### src/seq_pkg.sv
package seq_pkg;

    // Ring geometry
    localparam int num_stages = 6;

    // Bit index of each stage in the stage vector
    localparam int stage_control   = 0;
    localparam int stage_fetch     = 1;
    localparam int stage_decode    = 2;
    localparam int stage_execute   = 3;
    localparam int stage_memory    = 4;
    localparam int stage_writeback = 5;

    // Active-high form of the reset stage
    localparam logic [num_stages-1:0] default_stage_active = num_stages'(1) << stage_control;

    // Operation chosen at each entry into control
    typedef enum logic [1:0] {
        op_trap    = 2'b00,
        op_ext_int = 2'b01,
        op_sw_int  = 2'b10,
        op_normal  = 2'b11
    } ctrl_op_t;

    // Fault number layout
    //   bit 2 : memory stage
    //   bit 1 : store, or illegal instruction
    //   bit 0 : access fault instead of misalignment
    typedef logic [2:0] fault_num_t;

    localparam fault_num_t fault_instr_misaligned = 3'b000;
    localparam fault_num_t fault_instr_access     = 3'b001;
    localparam fault_num_t fault_illegal          = 3'b010;
    localparam fault_num_t fault_load_misaligned  = 3'b100;
    localparam fault_num_t fault_load_access      = 3'b101;
    localparam fault_num_t fault_store_misaligned = 3'b110;
    localparam fault_num_t fault_store_access     = 3'b111;

    // Access width of a memory request
    typedef enum logic [1:0] {
        size_byte = 2'b00,
        size_half = 2'b01,
        size_word = 2'b10
    } mem_size_t;

    // Legal address range, anything at or above faults
    localparam int unsigned mem_bytes = 32'd65536;

    // RISC-V style exception code
    typedef logic [3:0] cause_t;

    localparam cause_t cause_ext_int = 4'd11; // Machine external interrupt
    localparam cause_t cause_sw_int  = 4'd3;  // Machine software interrupt

endpackage

### src/mem_req_if.sv
`timescale 1ns/1ps

interface mem_req_if import seq_pkg::*; ();

    logic        req;      // Level, held while the stage presents it
    logic [31:0] addr;
    mem_size_t   size;
    logic        is_store;

    // Requesting side
    modport source (
        output req,
        output addr,
        output size,
        output is_store
    );

    // Fault checker side
    modport check (
        input req,
        input addr,
        input size,
        input is_store
    );

endinterface

### src/cpu_ctrl_top.sv
`timescale 1ns/1ps

module cpu_ctrl_top import seq_pkg::*; (
    input  logic                  clk,
    input  logic                  rst_n,
    input  logic                  mem_req,
    input  logic [31:0]           mem_addr,
    input  mem_size_t             mem_size,
    input  logic                  mem_is_store,
    input  logic                  illegal_instr,
    input  logic                  ext_irq,
    input  logic                  sw_irq,
    output logic [num_stages-1:0] stage_active_n,
    output ctrl_op_t              control_op,
    output fault_num_t            fault_num,
    output logic                  trap_valid,
    output logic                  trap_is_int,
    output cause_t                trap_code
);

    logic mem_addr_fault;
    logic mem_access_fault;
    logic mem_fault_is_store;
    logic ext_int;
    logic sw_int;

    mem_req_if mem_bus ();

    // Request from the pins
    assign mem_bus.req      = mem_req;
    assign mem_bus.addr     = mem_addr;
    assign mem_bus.size     = mem_size;
    assign mem_bus.is_store = mem_is_store;

    mem_fault_check mem_fault_check_inst (
        .mem                (mem_bus.check),
        .mem_addr_fault     (mem_addr_fault),
        .mem_access_fault   (mem_access_fault),
        .mem_fault_is_store (mem_fault_is_store)
    );

    stage_fsm stage_fsm_inst (
        .clk                 (clk),
        .rst_n               (rst_n),
        .illegal_instr_fault (illegal_instr),
        .mem_addr_fault      (mem_addr_fault),
        .mem_access_fault    (mem_access_fault),
        .mem_fault_is_store  (mem_fault_is_store),
        .ext_int             (ext_int),
        .sw_int              (sw_int),
        .stage_active_n      (stage_active_n),
        .control_op          (control_op),
        .fault_num           (fault_num)
    );

    // Pending levels loop back into the sequencer
    trap_cause trap_cause_inst (
        .clk            (clk),
        .rst_n          (rst_n),
        .ext_irq        (ext_irq),
        .sw_irq         (sw_irq),
        .stage_active_n (stage_active_n),
        .control_op     (control_op),
        .fault_num      (fault_num),
        .ext_int        (ext_int),
        .sw_int         (sw_int),
        .trap_valid     (trap_valid),
        .trap_is_int    (trap_is_int),
        .trap_code      (trap_code)
    );

endmodule

### src/mem_fault_check.sv
`timescale 1ns/1ps

module mem_fault_check import seq_pkg::*; (
    mem_req_if.check mem,
    output logic     mem_addr_fault,
    output logic     mem_access_fault,
    output logic     mem_fault_is_store
);

    logic misaligned;
    logic out_of_range;

    // Alignment rule per access width
    always_comb begin
        case (mem.size)
            size_byte: begin
                misaligned = 1'b0;
            end
            size_half: begin
                misaligned = mem.addr[0];
            end
            size_word: begin
                misaligned = |mem.addr[1:0];
            end
            default: begin
                misaligned = 1'b1; // Reserved width, treated as bad address
            end
        endcase
    end

    assign out_of_range = (mem.addr >= mem_bytes);

    // Misalignment masks the access fault
    assign mem_addr_fault   = mem.req & misaligned;
    assign mem_access_fault = mem.req & ~misaligned & out_of_range;

    // Stage decides whether a store matters
    assign mem_fault_is_store = mem.is_store;

endmodule

### src/stage_fsm.sv
`timescale 1ns/1ps

module stage_fsm import seq_pkg::*; (
    input  logic                  clk,
    input  logic                  rst_n,
    input  logic                  illegal_instr_fault, // From the decoder
    input  logic                  mem_addr_fault,
    input  logic                  mem_access_fault,
    input  logic                  mem_fault_is_store,
    input  logic                  ext_int,             // Pending level
    input  logic                  sw_int,              // Pending level
    output logic [num_stages-1:0] stage_active_n,      // One-hot and active low
    output ctrl_op_t              control_op,
    output fault_num_t            fault_num
);

    logic                  in_progress;       // High in the second cycle of a stage
    logic                  mem_fault;
    logic                  fetch_mem_fault;
    logic                  mem_stage_fault;
    logic                  illegal_fault;
    logic                  active_fault;
    logic                  update_control_op;
    fault_num_t            active_fault_num;
    ctrl_op_t              control_op_next;
    logic [num_stages-1:0] rotated_n;
    logic [num_stages-1:0] next_stage_active_n;

    // Two cycles per stage
    always_ff @(posedge clk) begin
        if (!rst_n) begin
            in_progress <= 1'b0;
        end else begin
            in_progress <= ~in_progress;
        end
    end

    // Memory faults count only in fetch and memory
    assign mem_fault       = mem_addr_fault | mem_access_fault;
    assign fetch_mem_fault = mem_fault & ~stage_active_n[stage_fetch];
    assign mem_stage_fault = mem_fault & ~stage_active_n[stage_memory];
    assign illegal_fault   = illegal_instr_fault & stage_active_n[stage_control];
    assign active_fault    = in_progress & (fetch_mem_fault | mem_stage_fault | illegal_fault);

    // Illegal instruction wins over a memory fault
    always_comb begin
        if (illegal_fault) begin
            active_fault_num = fault_illegal;
        end else if (mem_stage_fault) begin
            case ({mem_fault_is_store, mem_addr_fault})
                2'b11:   active_fault_num = fault_store_misaligned;
                2'b10:   active_fault_num = fault_store_access;
                2'b01:   active_fault_num = fault_load_misaligned;
                default: active_fault_num = fault_load_access;
            endcase
        end else if (mem_addr_fault) begin
            active_fault_num = fault_instr_misaligned;
        end else begin
            active_fault_num = fault_instr_access;
        end
    end

    // Trap beats both pending interrupts
    always_comb begin
        if (active_fault) begin
            control_op_next = op_trap;
        end else if (ext_int) begin
            control_op_next = op_ext_int;
        end else if (sw_int) begin
            control_op_next = op_sw_int;
        end else begin
            control_op_next = op_normal;
        end
    end

    assign rotated_n = {stage_active_n[num_stages-2:0], stage_active_n[num_stages-1]};

    // Reload on entry into control by rotation or by fault
    assign update_control_op = in_progress & (~rotated_n[stage_control] | active_fault);

    always_ff @(posedge clk) begin
        if (!rst_n) begin
            control_op <= op_trap;
            fault_num  <= '0;
        end else begin
            if (update_control_op) begin
                control_op <= control_op_next;
            end
            if (active_fault) begin
                fault_num <= active_fault_num;
            end
        end
    end

    always_comb begin
        if (!in_progress) begin
            next_stage_active_n = stage_active_n;         // Hold in the first cycle
        end else if (active_fault) begin
            next_stage_active_n = ~default_stage_active;  // Back to control
        end else begin
            next_stage_active_n = rotated_n;
        end
    end

    always_ff @(posedge clk) begin
        if (!rst_n) begin
            stage_active_n <= ~default_stage_active;
        end else begin
            stage_active_n <= next_stage_active_n;
        end
    end

endmodule

### src/trap_cause.sv
`timescale 1ns/1ps

module trap_cause import seq_pkg::*; (
    input  logic                  clk,
    input  logic                  rst_n,
    input  logic                  ext_irq,
    input  logic                  sw_irq,
    input  logic [num_stages-1:0] stage_active_n,
    input  ctrl_op_t              control_op,
    input  fault_num_t            fault_num,
    output logic                  ext_int,     // Pending external interrupt
    output logic                  sw_int,      // Pending software interrupt
    output logic                  trap_valid,
    output logic                  trap_is_int,
    output cause_t                trap_code
);

    logic [num_stages-1:0] stage_prev_n;
    logic                  control_entry;
    logic                  take_ext;
    logic                  take_sw;

    // Previous stage vector for edge detection
    always_ff @(posedge clk) begin
        if (!rst_n) begin
            stage_prev_n <= ~default_stage_active; // Masks the control stage after reset
        end else begin
            stage_prev_n <= stage_active_n;
        end
    end

    // First cycle of control
    assign control_entry = ~stage_active_n[stage_control] & (stage_active_n != stage_prev_n);

    assign trap_valid  = control_entry & (control_op != op_normal);
    assign trap_is_int = trap_valid & (control_op inside {op_ext_int, op_sw_int});

    assign take_ext = trap_valid & (control_op == op_ext_int);
    assign take_sw  = trap_valid & (control_op == op_sw_int);

    // A new request beats the clear of the one just taken
    always_ff @(posedge clk) begin
        if (!rst_n) begin
            ext_int <= 1'b0;
            sw_int  <= 1'b0;
        end else begin
            ext_int <= ext_irq | (ext_int & ~take_ext);
            sw_int  <= sw_irq | (sw_int & ~take_sw);
        end
    end

    always_comb begin
        case (control_op)
            op_trap: begin
                trap_code = cause_t'(fault_num); // Fault number doubles as exception code
            end
            op_ext_int: begin
                trap_code = cause_ext_int;
            end
            op_sw_int: begin
                trap_code = cause_sw_int;
            end
            default: begin
                trap_code = '0;
            end
        endcase
    end

endmodule
### config.mk
export PLATFORM = sky130hd
export DESIGN_NAME = cpu_ctrl_top
export DESIGN_NICKNAME = d
export VERILOG_FILES = /design/src/seq_pkg.sv /design/src/mem_req_if.sv /design/src/cpu_ctrl_top.sv /design/src/mem_fault_check.sv /design/src/stage_fsm.sv /design/src/trap_cause.sv
export SDC_FILE = /design/constraint.sdc
export NUM_CORES = 1
export LEC_CHECK = 0
export ABC_CLOCK_PERIOD_IN_PS = 1200
export BUFFER_PORTS_ARGS = -buffer_cell sky130_fd_sc_hd__buf_2
export CORE_MARGIN = 4
export CORE_UTILIZATION = 27
export DETAILED_ROUTE_END_ITERATION = 7
export MAX_ROUTING_LAYER = met4
export PLACE_DENSITY_LB_ADDON = 0.05
export SYNTH_ARGS = -nofsm -noshare
export SYNTH_HDL_FRONTEND = slang
export SYNTH_SLANG_ARGS = --single-unit
### constraint.sdc
create_clock -name clk -period 1.2 [get_ports clk]
set_input_delay 0 -clock clk [delete_from_list [all_inputs] [get_ports clk]]
set_output_delay 0 -clock clk [all_outputs]
set_load 0.01 [all_outputs]
==> impl_metrics.yaml, run 1 <==
clocking:
  tritoncts: "built"
  cts_root_buffer: "clkbuf_8"
  cts_max_path_buffers: 2
  ctsHoldBuffers: 0
  htree_levels: 1
  path_clk_slew_ns: 0.07
  cts.sinks: 20
  insertion_delay_ns: 0.26
  cts_buffers: 3
hold_path:
  hold_path_class: "in -> reg"
layout:
  nets: 225
  register_area_um2: 416.7
  fillers: 387
  fin_area_um2: 1683
  drive_gt1_share_pct: 56.18
  n_antenna_cell: 0
  areaGrowthSynthToFinish_pct: 56.94
  multiInputGateArea_um2: 748.2
detailed_routing:
  drt_iter0_markers: 16
  post_drt_wl_per_cell_um: 13.38
  antenna_left: 0
  vias: 1079
  firstDrtPassIters: 4
  vias_per_cell: 4.774
  route.detailed.drc: 0
  wl_um: 3024
synth:
  yosysWarnings: 0
  ys.flop_type: "dfxtp_1"
  synth-edff-count: 0
  syn_avg_cell_area_um2: 9.406
  synth_nets: 160
  ys_seq_elements: 20
  ys_seq_area_share_pct: 37.34
  synth-async-reset-ratio_pct: 0
  synth_cell_types: 38
  syn_inst: 114
  netlist_area_um2: 1072
pwr:
  p_leak_uw: 0.0007156
  power_uw: 1630
  ir_drop_v: 0.0004375
  power.density_nw_per_um2: 968.6
place:
  place_area_um2: 1460
  place_congestion: 0.8228
  dp_hpwl_um: 2450
  portBuffers: 43
  place_ws_ns: -0.1609
sta:
  worst_slew_pin_slew_ns: 0.3999
  max_freq_ghz: 0.6850
  fin_skew_ns: 0.001102
  period_share_pct: 121.7
  hold_ws_ns: 0.03235
  relSlewSlack_pct: 73.34
  grt_setup_unrepaired: "yes"
  setup_viol: 11
  fin_crit_ns: 1.460
  timing.final.ws_setup_ns: -0.2598
  hold_viol_final: 0
  slew_viol_final: 0
floorplan:
  die_y_um: 71.02
  row_count: 22
  die_area_um2: 5044
  die_w_um: 71.02
  num_io_pins: 58
  start_util_pct: 28.64
  coreArea_um2: 3744
grt:
  grt_util_all_layers_pct: 13.02
  antenna_found_initial: 0
  grt_pass1_wl_um: 5016
  grt_max_degree: 14
  grt_pass1_vias: 1073
  grt_overflow: 0
status:
  status: "finished, violations left"
  violations: "negative setup slack"
worst_setup_path:
  crit_fanout: 2
  worstPathArrival_ns: 1.46
  cp-end-kind: "output port"
  worst-setup-path-type: "reg -> out"
  cp.required_ns: 1.20
  cp-start-kind: "flop"
flow_run:
  max_cap_viol_count: 0
==> state kept, by name, indices dropped and copies added (netlist names) <==
signal	cells
stage_fsm_inst.control_op	2
stage_fsm_inst.fault_num	3
stage_fsm_inst.in_progress	1
stage_fsm_inst.stage_active_n	6
trap_cause_inst.ext_int	1
trap_cause_inst.stage_prev_n	6
trap_cause_inst.sw_int	1
==> worst max-delay path, cell delays in order (launching register included) <==
cell and delay [ns]:
dfxtp_2 0.33, xnor2_2 0.14, nand4_1 0.15, o31a_1 0.32, and2_1 0.13, buf_2 0.13
==> synth_stat cells (all sizes together), types with 3 or more instances <==
library cell / number / area, µm²
a211oi: 3 / 22.52
a21oi: 5 / 25.02
and2: 4 / 25.02
dfxtp: 20 / 400.4
ha: 5 / 62.56
inv: 6 / 22.52
nand2: 6 / 22.52
nand2b: 7 / 43.79
nor2: 11 / 41.29
nor2b: 3 / 18.77
nor4: 4 / 58.81
o21ai: 6 / 30.03
xnor2: 4 / 35.03
==> worst paths after layout <==
| path | from | endpoint | slack [ns] | cells past startpoint |
|---|---|---|---|---|
| max | trap_cause_inst.stage_prev_n[4] | trap_is_int | -0.26 | 5 |
| max reg2reg | trap_cause_inst.stage_prev_n[4] | trap_cause_inst.ext_int | -0.18 | 5 |
| min reg2reg | trap_cause_inst.ext_int | stage_fsm_inst.control_op[1] | 0.47 | 1 |
| min | rst_n | stage_fsm_inst.fault_num[1] | 0.03 | 3 |
==> final cells by class <==
cell class | instances | area share, %
Clock buffer | 4 | 3.271
Timing Repair Buffer | 63 | 22.60
Tap cell | 48 | 3.569
Inverter | 6 | 1.338
Multi-Input combinational cell | 85 | 44.46
Sequential cell | 20 | 24.76
==> metrics by stage <==
| step | std cells | setup TNS [ns] | utilization (%) |
|---|---|---|---|
| 6_report | 226 | -1.118 | 44.95 |
| 4_1_cts | 224 | -1.244 | 42.95 |
| 2_1_floorplan | 114 | -0.2402 | - |
| 5_1_grt | 226 | -2.039 | 44.95 |
| 3_5_place_dp | 217 | -0.5542 | 39.00 |
| 3_3_place_gp | 217 | -0.3143 | 39.00 |
==> layout by cell type, fill, tap and decap left out, types with 3 or more instances in the layout <==
cell type / instances
a21oi_1: 4
and2_1: 4
buf_2: 43
buf_4: 16
buf_6: 4
clkbuf_8: 4
dfxtp_1: 11
dfxtp_2: 7
ha_1: 3
inv_1: 6
nand2_1: 5
nand2b_1: 7
nor2_1: 10
nor4_2: 3
o21ai_0: 4
==> per-layer routing <==
layer / GRT usage (%) / part of all wire (%)
met5: - / 0
met1: 13.75 / 42
met4: 5.010 / 1.9
met3: 4.119 / 5.6
met2: 22.55 / 51
==> report_power, final <==
group | internal, µW | switching [µW]
clock | 292 | 228
sequential | 693 | 25.0
combinational | 202 | 189
total | 1190 | 442
==> kinds of logic (layout without fill, tap and decap cells) <==
kind of cell             Yosys count  in the layout  share of synthesized area (%)
AND/OR/NAND/NOR                   44             44                          25.55
AO/OA/AOI/OAI                     30             30                          22.99
flip-flops                        20             20                          37.34
buffers and inverters              9             73                          3.267
adder cells (fa/ha/maj)            5              5                          5.834
XOR/XNOR                           5              5                          4.084
multiplexers                       1              1                         0.9335
==> what timing repair did <==
action	CTS	global route
pin swaps	12	10
resized for setup	18	13
buffers inserted	3	2
setup endpoints to repair	11	17
Power figures use the tool's default switching activity.
==> inputs of run 2 (changes only) <==
--- a/config.mk
+++ b/config.mk
@@ -7,11 +7,12 @@
 export LEC_CHECK = 0
 export ABC_CLOCK_PERIOD_IN_PS = 1200
 export BUFFER_PORTS_ARGS = -buffer_cell sky130_fd_sc_hd__buf_2
+export CAP_MARGIN = 5
 export CORE_MARGIN = 4
 export CORE_UTILIZATION = 27
 export DETAILED_ROUTE_END_ITERATION = 7
 export MAX_ROUTING_LAYER = met4
-export PLACE_DENSITY_LB_ADDON = 0.05
+export PLACE_DENSITY = 0.61
 export SYNTH_ARGS = -nofsm -noshare
 export SYNTH_HDL_FRONTEND = slang
 export SYNTH_SLANG_ARGS = --single-unit
==> run 2 against run 1 <==
Compared with the run above:
- the flow still finishes with violations (negative setup slack)
- largest cell class unchanged
- global-route usage barely moved
- total power increased by 0.51%
- count of clock-buffer cells in the layout is the same
- non-clock buffer count grew 3
- via count is 3.7% higher
- final area up 2.2%
==> impl_metrics.yaml, run 2 (same netlist as run 1, synthesis figures left out) <==
status:
  status: "finished, violations left"
  violations: "negative setup slack"
grt:
  antenna_found_initial: 0
  grt_pass1_wl_um: 5147
  grt_pass1_vias: 1166
  grt_util_all_layers_pct: 12.97
  grt_overflow: 0
  grt_max_degree: 12
sta:
  slew_viol_final: 0
  timing.final.ws_setup_ns: -0.2544
  fin_crit_ns: 1.454
  hold_ws_ns: 0.03155
  hold_viol_final: 0
  grt_setup_unrepaired: "yes"
  max_freq_ghz: 0.6875
  period_share_pct: 121.2
  worst_slew_pin_slew_ns: 0.3860
  relSlewSlack_pct: 74.27
  fin_skew_ns: 0.0009489
  setup_viol: 11
clocking:
  cts.sinks: 20
  htree_levels: 1
  tritoncts: "built"
  cts_max_path_buffers: 2
  ctsHoldBuffers: 0
  path_clk_slew_ns: 0.07
  insertion_delay_ns: 0.26
  cts_buffers: 3
  cts_root_buffer: "clkbuf_8"
pwr:
  p_switching_uw: 440.9
  power.density_nw_per_um2: 953.0
  power_frac_comb_pct: 24.5
  p_leak_uw: 0.0007366
  ir_drop_v: 0.0003415
  intPower_uw: 1197
  p_clk_share_pct: 31.5
  pwr-share-seq_pct: 44.0
  swShare_pct: 26.91
detailed_routing:
  vias_per_cell: 4.886
  wl_um: 3045
  firstDrtPassIters: 4
  post_drt_wl_per_cell_um: 13.30
  drt_iter0_markers: 24
  route.detailed.drc: 0
  antenna_left: 0
  vias: 1119
place:
  place_congestion: 0.8731
  portBuffers: 43
  dp_hpwl_um: 2369
layout:
  top_regs: "stage_fsm_inst.stage_active_n (6), trap_cause_inst.stage_prev_n (6), stage_fsm_inst.fault_num (3)"
  final_common_cell: "buf_2"
  final_cell_mix: "buf_2 (42), buf_4 (18), nor2_1 (11), dfxtp_1 (10), dfxtp_2 (8)"
  areaGrowthSynthToFinish_pct: 60.33
  n_antenna_cell: 0
  drive_gt1_share_pct: 59.67
  fillers: 383
  final_util_pct: 45.92
  nets: 228
worst_setup_path:
  cp-end-kind: "output port"
  cp.required_ns: 1.20
  cp-start-kind: "flop"
  worst-setup-path-type: "reg -> out"
  worstPathArrival_ns: 1.45
  crit_fanout: 2
floorplan:
  row_count: 22
  die_y_um: 71.02
  die_w_um: 71.02
  die_area_um2: 5044
  coreArea_um2: 3744
  start_util_pct: 28.64
  num_io_pins: 58
flow_run:
  max_cap_viol_count: 0
hold_path:
  hold_path_class: "in -> reg"
run 2: path summary, 6_finish.rpt:
check / from / end / slack [ns] / cells past startpoint
max: stage_fsm_inst.stage_active_n[3] / trap_is_int / -0.25 / 5
min reg2reg: trap_cause_inst.ext_int / stage_fsm_inst.control_op[1] / 0.48 / 1
min: sw_irq / trap_cause_inst.sw_int / 0.03 / 3
max reg2reg: stage_fsm_inst.stage_active_n[3] / trap_cause_inst.ext_int / -0.08 / 4
run 2: repair_timing:
action,CTS,global route
setup endpoints to repair,13,19
cloned,0,0
gates resized for setup,23,14
buffers inserted,4,1
pin swaps,9,4
run 2: final cells by class:
cell class | instances | area [µm²] | share of cell area (%)
Sequential cell | 20 | 417.9 | 24.31
Clock buffer | 4 | 55.05 | 3.202
Multi-Input combinational cell | 85 | 748.2 | 43.52
Inverter | 6 | 25.02 | 1.456
Timing Repair Buffer | 66 | 412.9 | 24.02
Tap cell | 48 | 60.06 | 3.493
run 2: metal layers:
metal / GRT usage [%] / vias up / wire length (µm)
li1: - / 548 / -
met1: 15.67 / 515 / 1337
met2: 21.83 / 48 / 1446
met3: 3.835 / 8 / 218
met4: 1.879 / 0 / 43
met5: - / - / 0
run 2: power groups by stage:
stage / sequential (µW) / combinational [µW] / clock (µW)
2_1_floorplan: 740 / 153 / 0
3_3_place_gp: 733 / 334 / 0
3_5_place_dp: 734 / 341 / 0
4_1_cts: 720 / 378 / 529
5_1_grt: 726 / 437 / 576
6_report: 720 / 402 / 516
run 2: critical path: stages, from the launching register on:
cell and delay (ns):
dfxtp_2 0.34, xnor2_2 0.14, nand4_1 0.13, o31a_1 0.30
and2_1 0.15, buf_2 0.13
run 2: stage by stage:
step,instance area [µm²],power [µW],worst slack (ns),instances,setup TNS (ns)
global route,1719,1738,-0.3224,229,-1.885
finish,1719,1638,-0.2544,229,-1.003
CTS,1665,1627,-0.2702,228,-1.187
floorplan,1091,893.4,-0.07762,114,-0.2402
detailed placement,1483,1076,-0.1133,220,-0.5666
global placement,1483,1067,-0.07709,220,-0.3143
==> inputs of run 3 (changes only) <==
--- a/config.mk
+++ b/config.mk
@@ -5,12 +5,14 @@
 export SDC_FILE = /design/constraint.sdc
 export NUM_CORES = 1
 export LEC_CHECK = 0
+export ABC_AREA = 1
 export ABC_CLOCK_PERIOD_IN_PS = 1200
 export BUFFER_PORTS_ARGS = -buffer_cell sky130_fd_sc_hd__buf_2
 export CAP_MARGIN = 5
 export CORE_MARGIN = 4
 export CORE_UTILIZATION = 27
 export DETAILED_ROUTE_END_ITERATION = 7
+export GPL_ROUTABILITY_DRIVEN = 0
 export MAX_ROUTING_LAYER = met4
 export PLACE_DENSITY = 0.61
 export SYNTH_ARGS = -nofsm -noshare
==> run 3 against run 2 <==
Compared with the run above:
- final area decreased by 9.8%
- critical path depth unchanged
- hold slack improved by 0.029 ns
- cell count increased by 13%
- the flow still finishes with violations (negative setup slack)
- die area decreased by 1.9%
- synthesized area decreased by 2.1%
- sequential share of layout area increased by 2.5 points
- critical path type unchanged
==> impl_metrics.yaml, run 3 <==
status:
  status: "finished, violations left"
  violations: "negative setup slack"
grt:
  grt_pass1_wl_um: 4284
  grt_util_all_layers_pct: 10.84
  grt_overflow: 0
  antenna_found_initial: 0
  grt_pass1_vias: 1004
  grt_max_degree: 13
floorplan:
  die_w_um: 70.36
  start_util_pct: 28.25
  die_area_um2: 4950
  die_y_um: 70.36
  coreArea_um2: 3716
  row_count: 22
  num_io_pins: 58
layout:
  final_cell_mix: "buf_2 (42), nand2_1 (39), nor2_1 (25), inv_1 (18), dfxtp_1 (13)"
  multiInputGateArea_um2: 609.3
  final_common_cell: "buf_2"
  drive_gt1_share_pct: 43.81
  areaGrowthSynthToFinish_pct: 47.80
  n_antenna_cell: 0
  register_area_um2: 416.7
  fillers: 410
  nets: 258
  layout.cells.non_filler: 258
  top_regs: "stage_fsm_inst.stage_active_n (6), trap_cause_inst.stage_prev_n (6), stage_fsm_inst.fault_num (3)"
clocking:
  cts_max_path_buffers: 2
  path_clk_slew_ns: 0.07
  cts_buffers: 3
  cts.sinks: 20
  tritoncts: "built"
  cts_root_buffer: "clkbuf_8"
  htree_levels: 1
  insertion_delay_ns: 0.25
hold_path:
  hp-start: "rst_n"
  hold_path_class: "in -> reg"
  hold_path_end: "trap_cause_inst.stage_prev_n[4]"
  worstHoldPathCells: 2
pwr:
  p_leak_uw: 0.0007941
  ir_drop_v: 0.0005564
  power.density_nw_per_um2: 990.0
  intPower_uw: 1104
  pwr-share-seq_pct: 47.6
  p_clk_share_pct: 27.7
  p_switching_uw: 431.7
  swShare_pct: 28.11
  power_uw: 1536
  power_frac_comb_pct: 24.8
synth:
  synth-async-reset-ratio_pct: 0
  syn_inst: 152
  syn_avg_cell_area_um2: 6.906
  synth_nets: 198
  synth_top_cell_area_share_pct: 38.14
  netlist_area_um2: 1050
  synth_cell_types: 20
  netlist_top_cells_area: "dfxtp_1 (38%), nand2_1 (14%), nor2_1 (10%)"
  yosysWarnings: 0
  ys_seq_elements: 20
  ys_top_cells_by_count: "nand2_1 (40), nor2_1 (28), inv_1 (24), dfxtp_1 (20)"
  synth_most_common_cell: "nand2_1"
  synth-edff-count: 0
  synth_top_area_cell: "dfxtp_1"
  ys.flop_type: "dfxtp_1"
  ys_seq_area_share_pct: 38.14
sta:
  relSlewSlack_pct: 82.21
  timing.final.ws_setup_ns: -0.04397
  fin_skew_ns: 0.001520
  fin_crit_ns: 1.244
  period_share_pct: 103.7
  worst_slew_pin_slew_ns: 0.2668
  grt_setup_unrepaired: "yes"
  hold_viol_final: 0
  max_freq_ghz: 0.8039
  setup_viol: 3
  slew_viol_final: 0
detailed_routing:
  post_drt_wl_per_cell_um: 9.686
  route.detailed.drc: 0
  wl_um: 2499
  drt_iter0_markers: 30
  dr_wl_met2_um: 1059
  highest_layer: "met4"
  firstDrtPassIters: 4
  antenna_left: 0
  wl_met3_um: 199
  wl_met1_um: 1236
  vias_per_cell: 4.062
  vias: 1048
worst_setup_path:
  rr_startpoint: "stage_fsm_inst.control_op[0]"
  reg2regPathDepth: 6
  cp-end-kind: "output port"
  worst-setup-path-type: "reg -> out"
  crit_chain: "ha_2 > nor2_2 > nand2_1 > nor2_1 > buf_2"
  r2r_setup_slack_ns: 0.06
  cp.required_ns: 1.20
  cp_top_family: "flip-flops"
  crit_path_max_incr_delay_ns: 0.36
  worstPathArrival_ns: 1.24
  r2r_end: "trap_cause_inst.sw_int"
  path_buf_inv: 1
  cp-start-kind: "flop"
  crit_fanout: 4
  worst_path_max_delay_cell: "dfxtp_4"
place:
  portBuffers: 43
  dp.cells: 243
  dp_hpwl_um: 1923
flow_run:
  max_cap_viol_count: 0
-- run 3: cell type report --
class	instances	area share (%)
multi-input cells	106	39.27
flip-flops and latches	20	26.85
repair buffers	57	21.37
inverters	24	5.968
well taps	48	3.871
clock buffers	3	2.661
-- run 3: stage by stage --
step                      hold slack [ns]  setup slack, ns  area (µm²)  setup TNS [ns]  util, %
after global routing              0.05675          -0.1161        1551         -0.3506    41.75
after floorplan                    0.1174           0.1268        1050               0        -
after CTS                         0.05293         -0.07430        1496         -0.2272    40.27
after global placement             0.2124          0.07530        1324               0    35.62
final                             0.06037         -0.04397        1551        -0.08841    41.75
after detailed placement           0.2145          0.04866        1324               0    35.62
-- run 3: routing by layer --
metal,global-route usage (%),vias to the layer above
met2,17.46,35
met1,13.47,430
met5,-,-
met4,1.277,0
met3,3.741,2
li1,-,581
-- run 3: repair_timing --
item | 4_1_cts | 5_1_grt
pin swaps | 7 | 11
setup endpoints to repair | 5 | 11
gates resized for setup | 23 | 11
hold endpoints to repair | 2 | 0
hold buffers | 2 | 0
buffers inserted | 8 | 3
-- run 3: logic make-up (layout without fill, tap and decap cells) --
kind of cell             count (synthesis)  in the layout  synth area share (%)
flip-flops                              20             20                 38.14
XOR/XNOR                                 2              2                 1.669
AND/OR/NAND/NOR                         84             84                 36.11
buffers and inverters                   26             84                 10.13
adder cells (fa/ha/maj)                  5              5                 5.959
AO/OA/AOI/OAI                           15             15                 7.986
-- run 3: power groups by stage --
| stage | clock network (µW) | registers, µW | logic (µW) |
|---|---|---|---|
| finish | 425 | 731 | 380 |
| global route | 469 | 737 | 430 |
| CTS | 435 | 728 | 378 |
| detailed placement | 0 | 747 | 313 |
| global placement | 0 | 746 | 312 |
| floorplan | 0 | 754 | 180 |
-- run 3: how the worst max path moves through the flow --
stage / startpoint / end / slack [ns] / cells past startpoint
after floorplan: stage_fsm_inst.stage_active_n[2] / trap_cause_inst.ext_int / 0.13 / 7
final: stage_fsm_inst.control_op[0] / trap_is_int / -0.04 / 5
after global routing: stage_fsm_inst.stage_active_n[5] / trap_is_int / -0.12 / 8
after CTS: stage_fsm_inst.stage_active_n[1] / trap_is_int / -0.07 / 8
after global placement: stage_fsm_inst.control_op[1] / trap_code[1] / 0.08 / 5
after detailed placement: stage_fsm_inst.control_op[1] / trap_code[0] / 0.05 / 5
-- run 3: worst register-to-register path, delay by kind of cell, from the launching register on --
family                   cells  cell delay [ns]
AO/OA/AOI/OAI                1             0.12
adder cells (fa/ha/maj)      1             0.18
flip-flops                   1             0.36
buffers and inverters        1             0.13
AND/OR/NAND/NOR              3             0.27
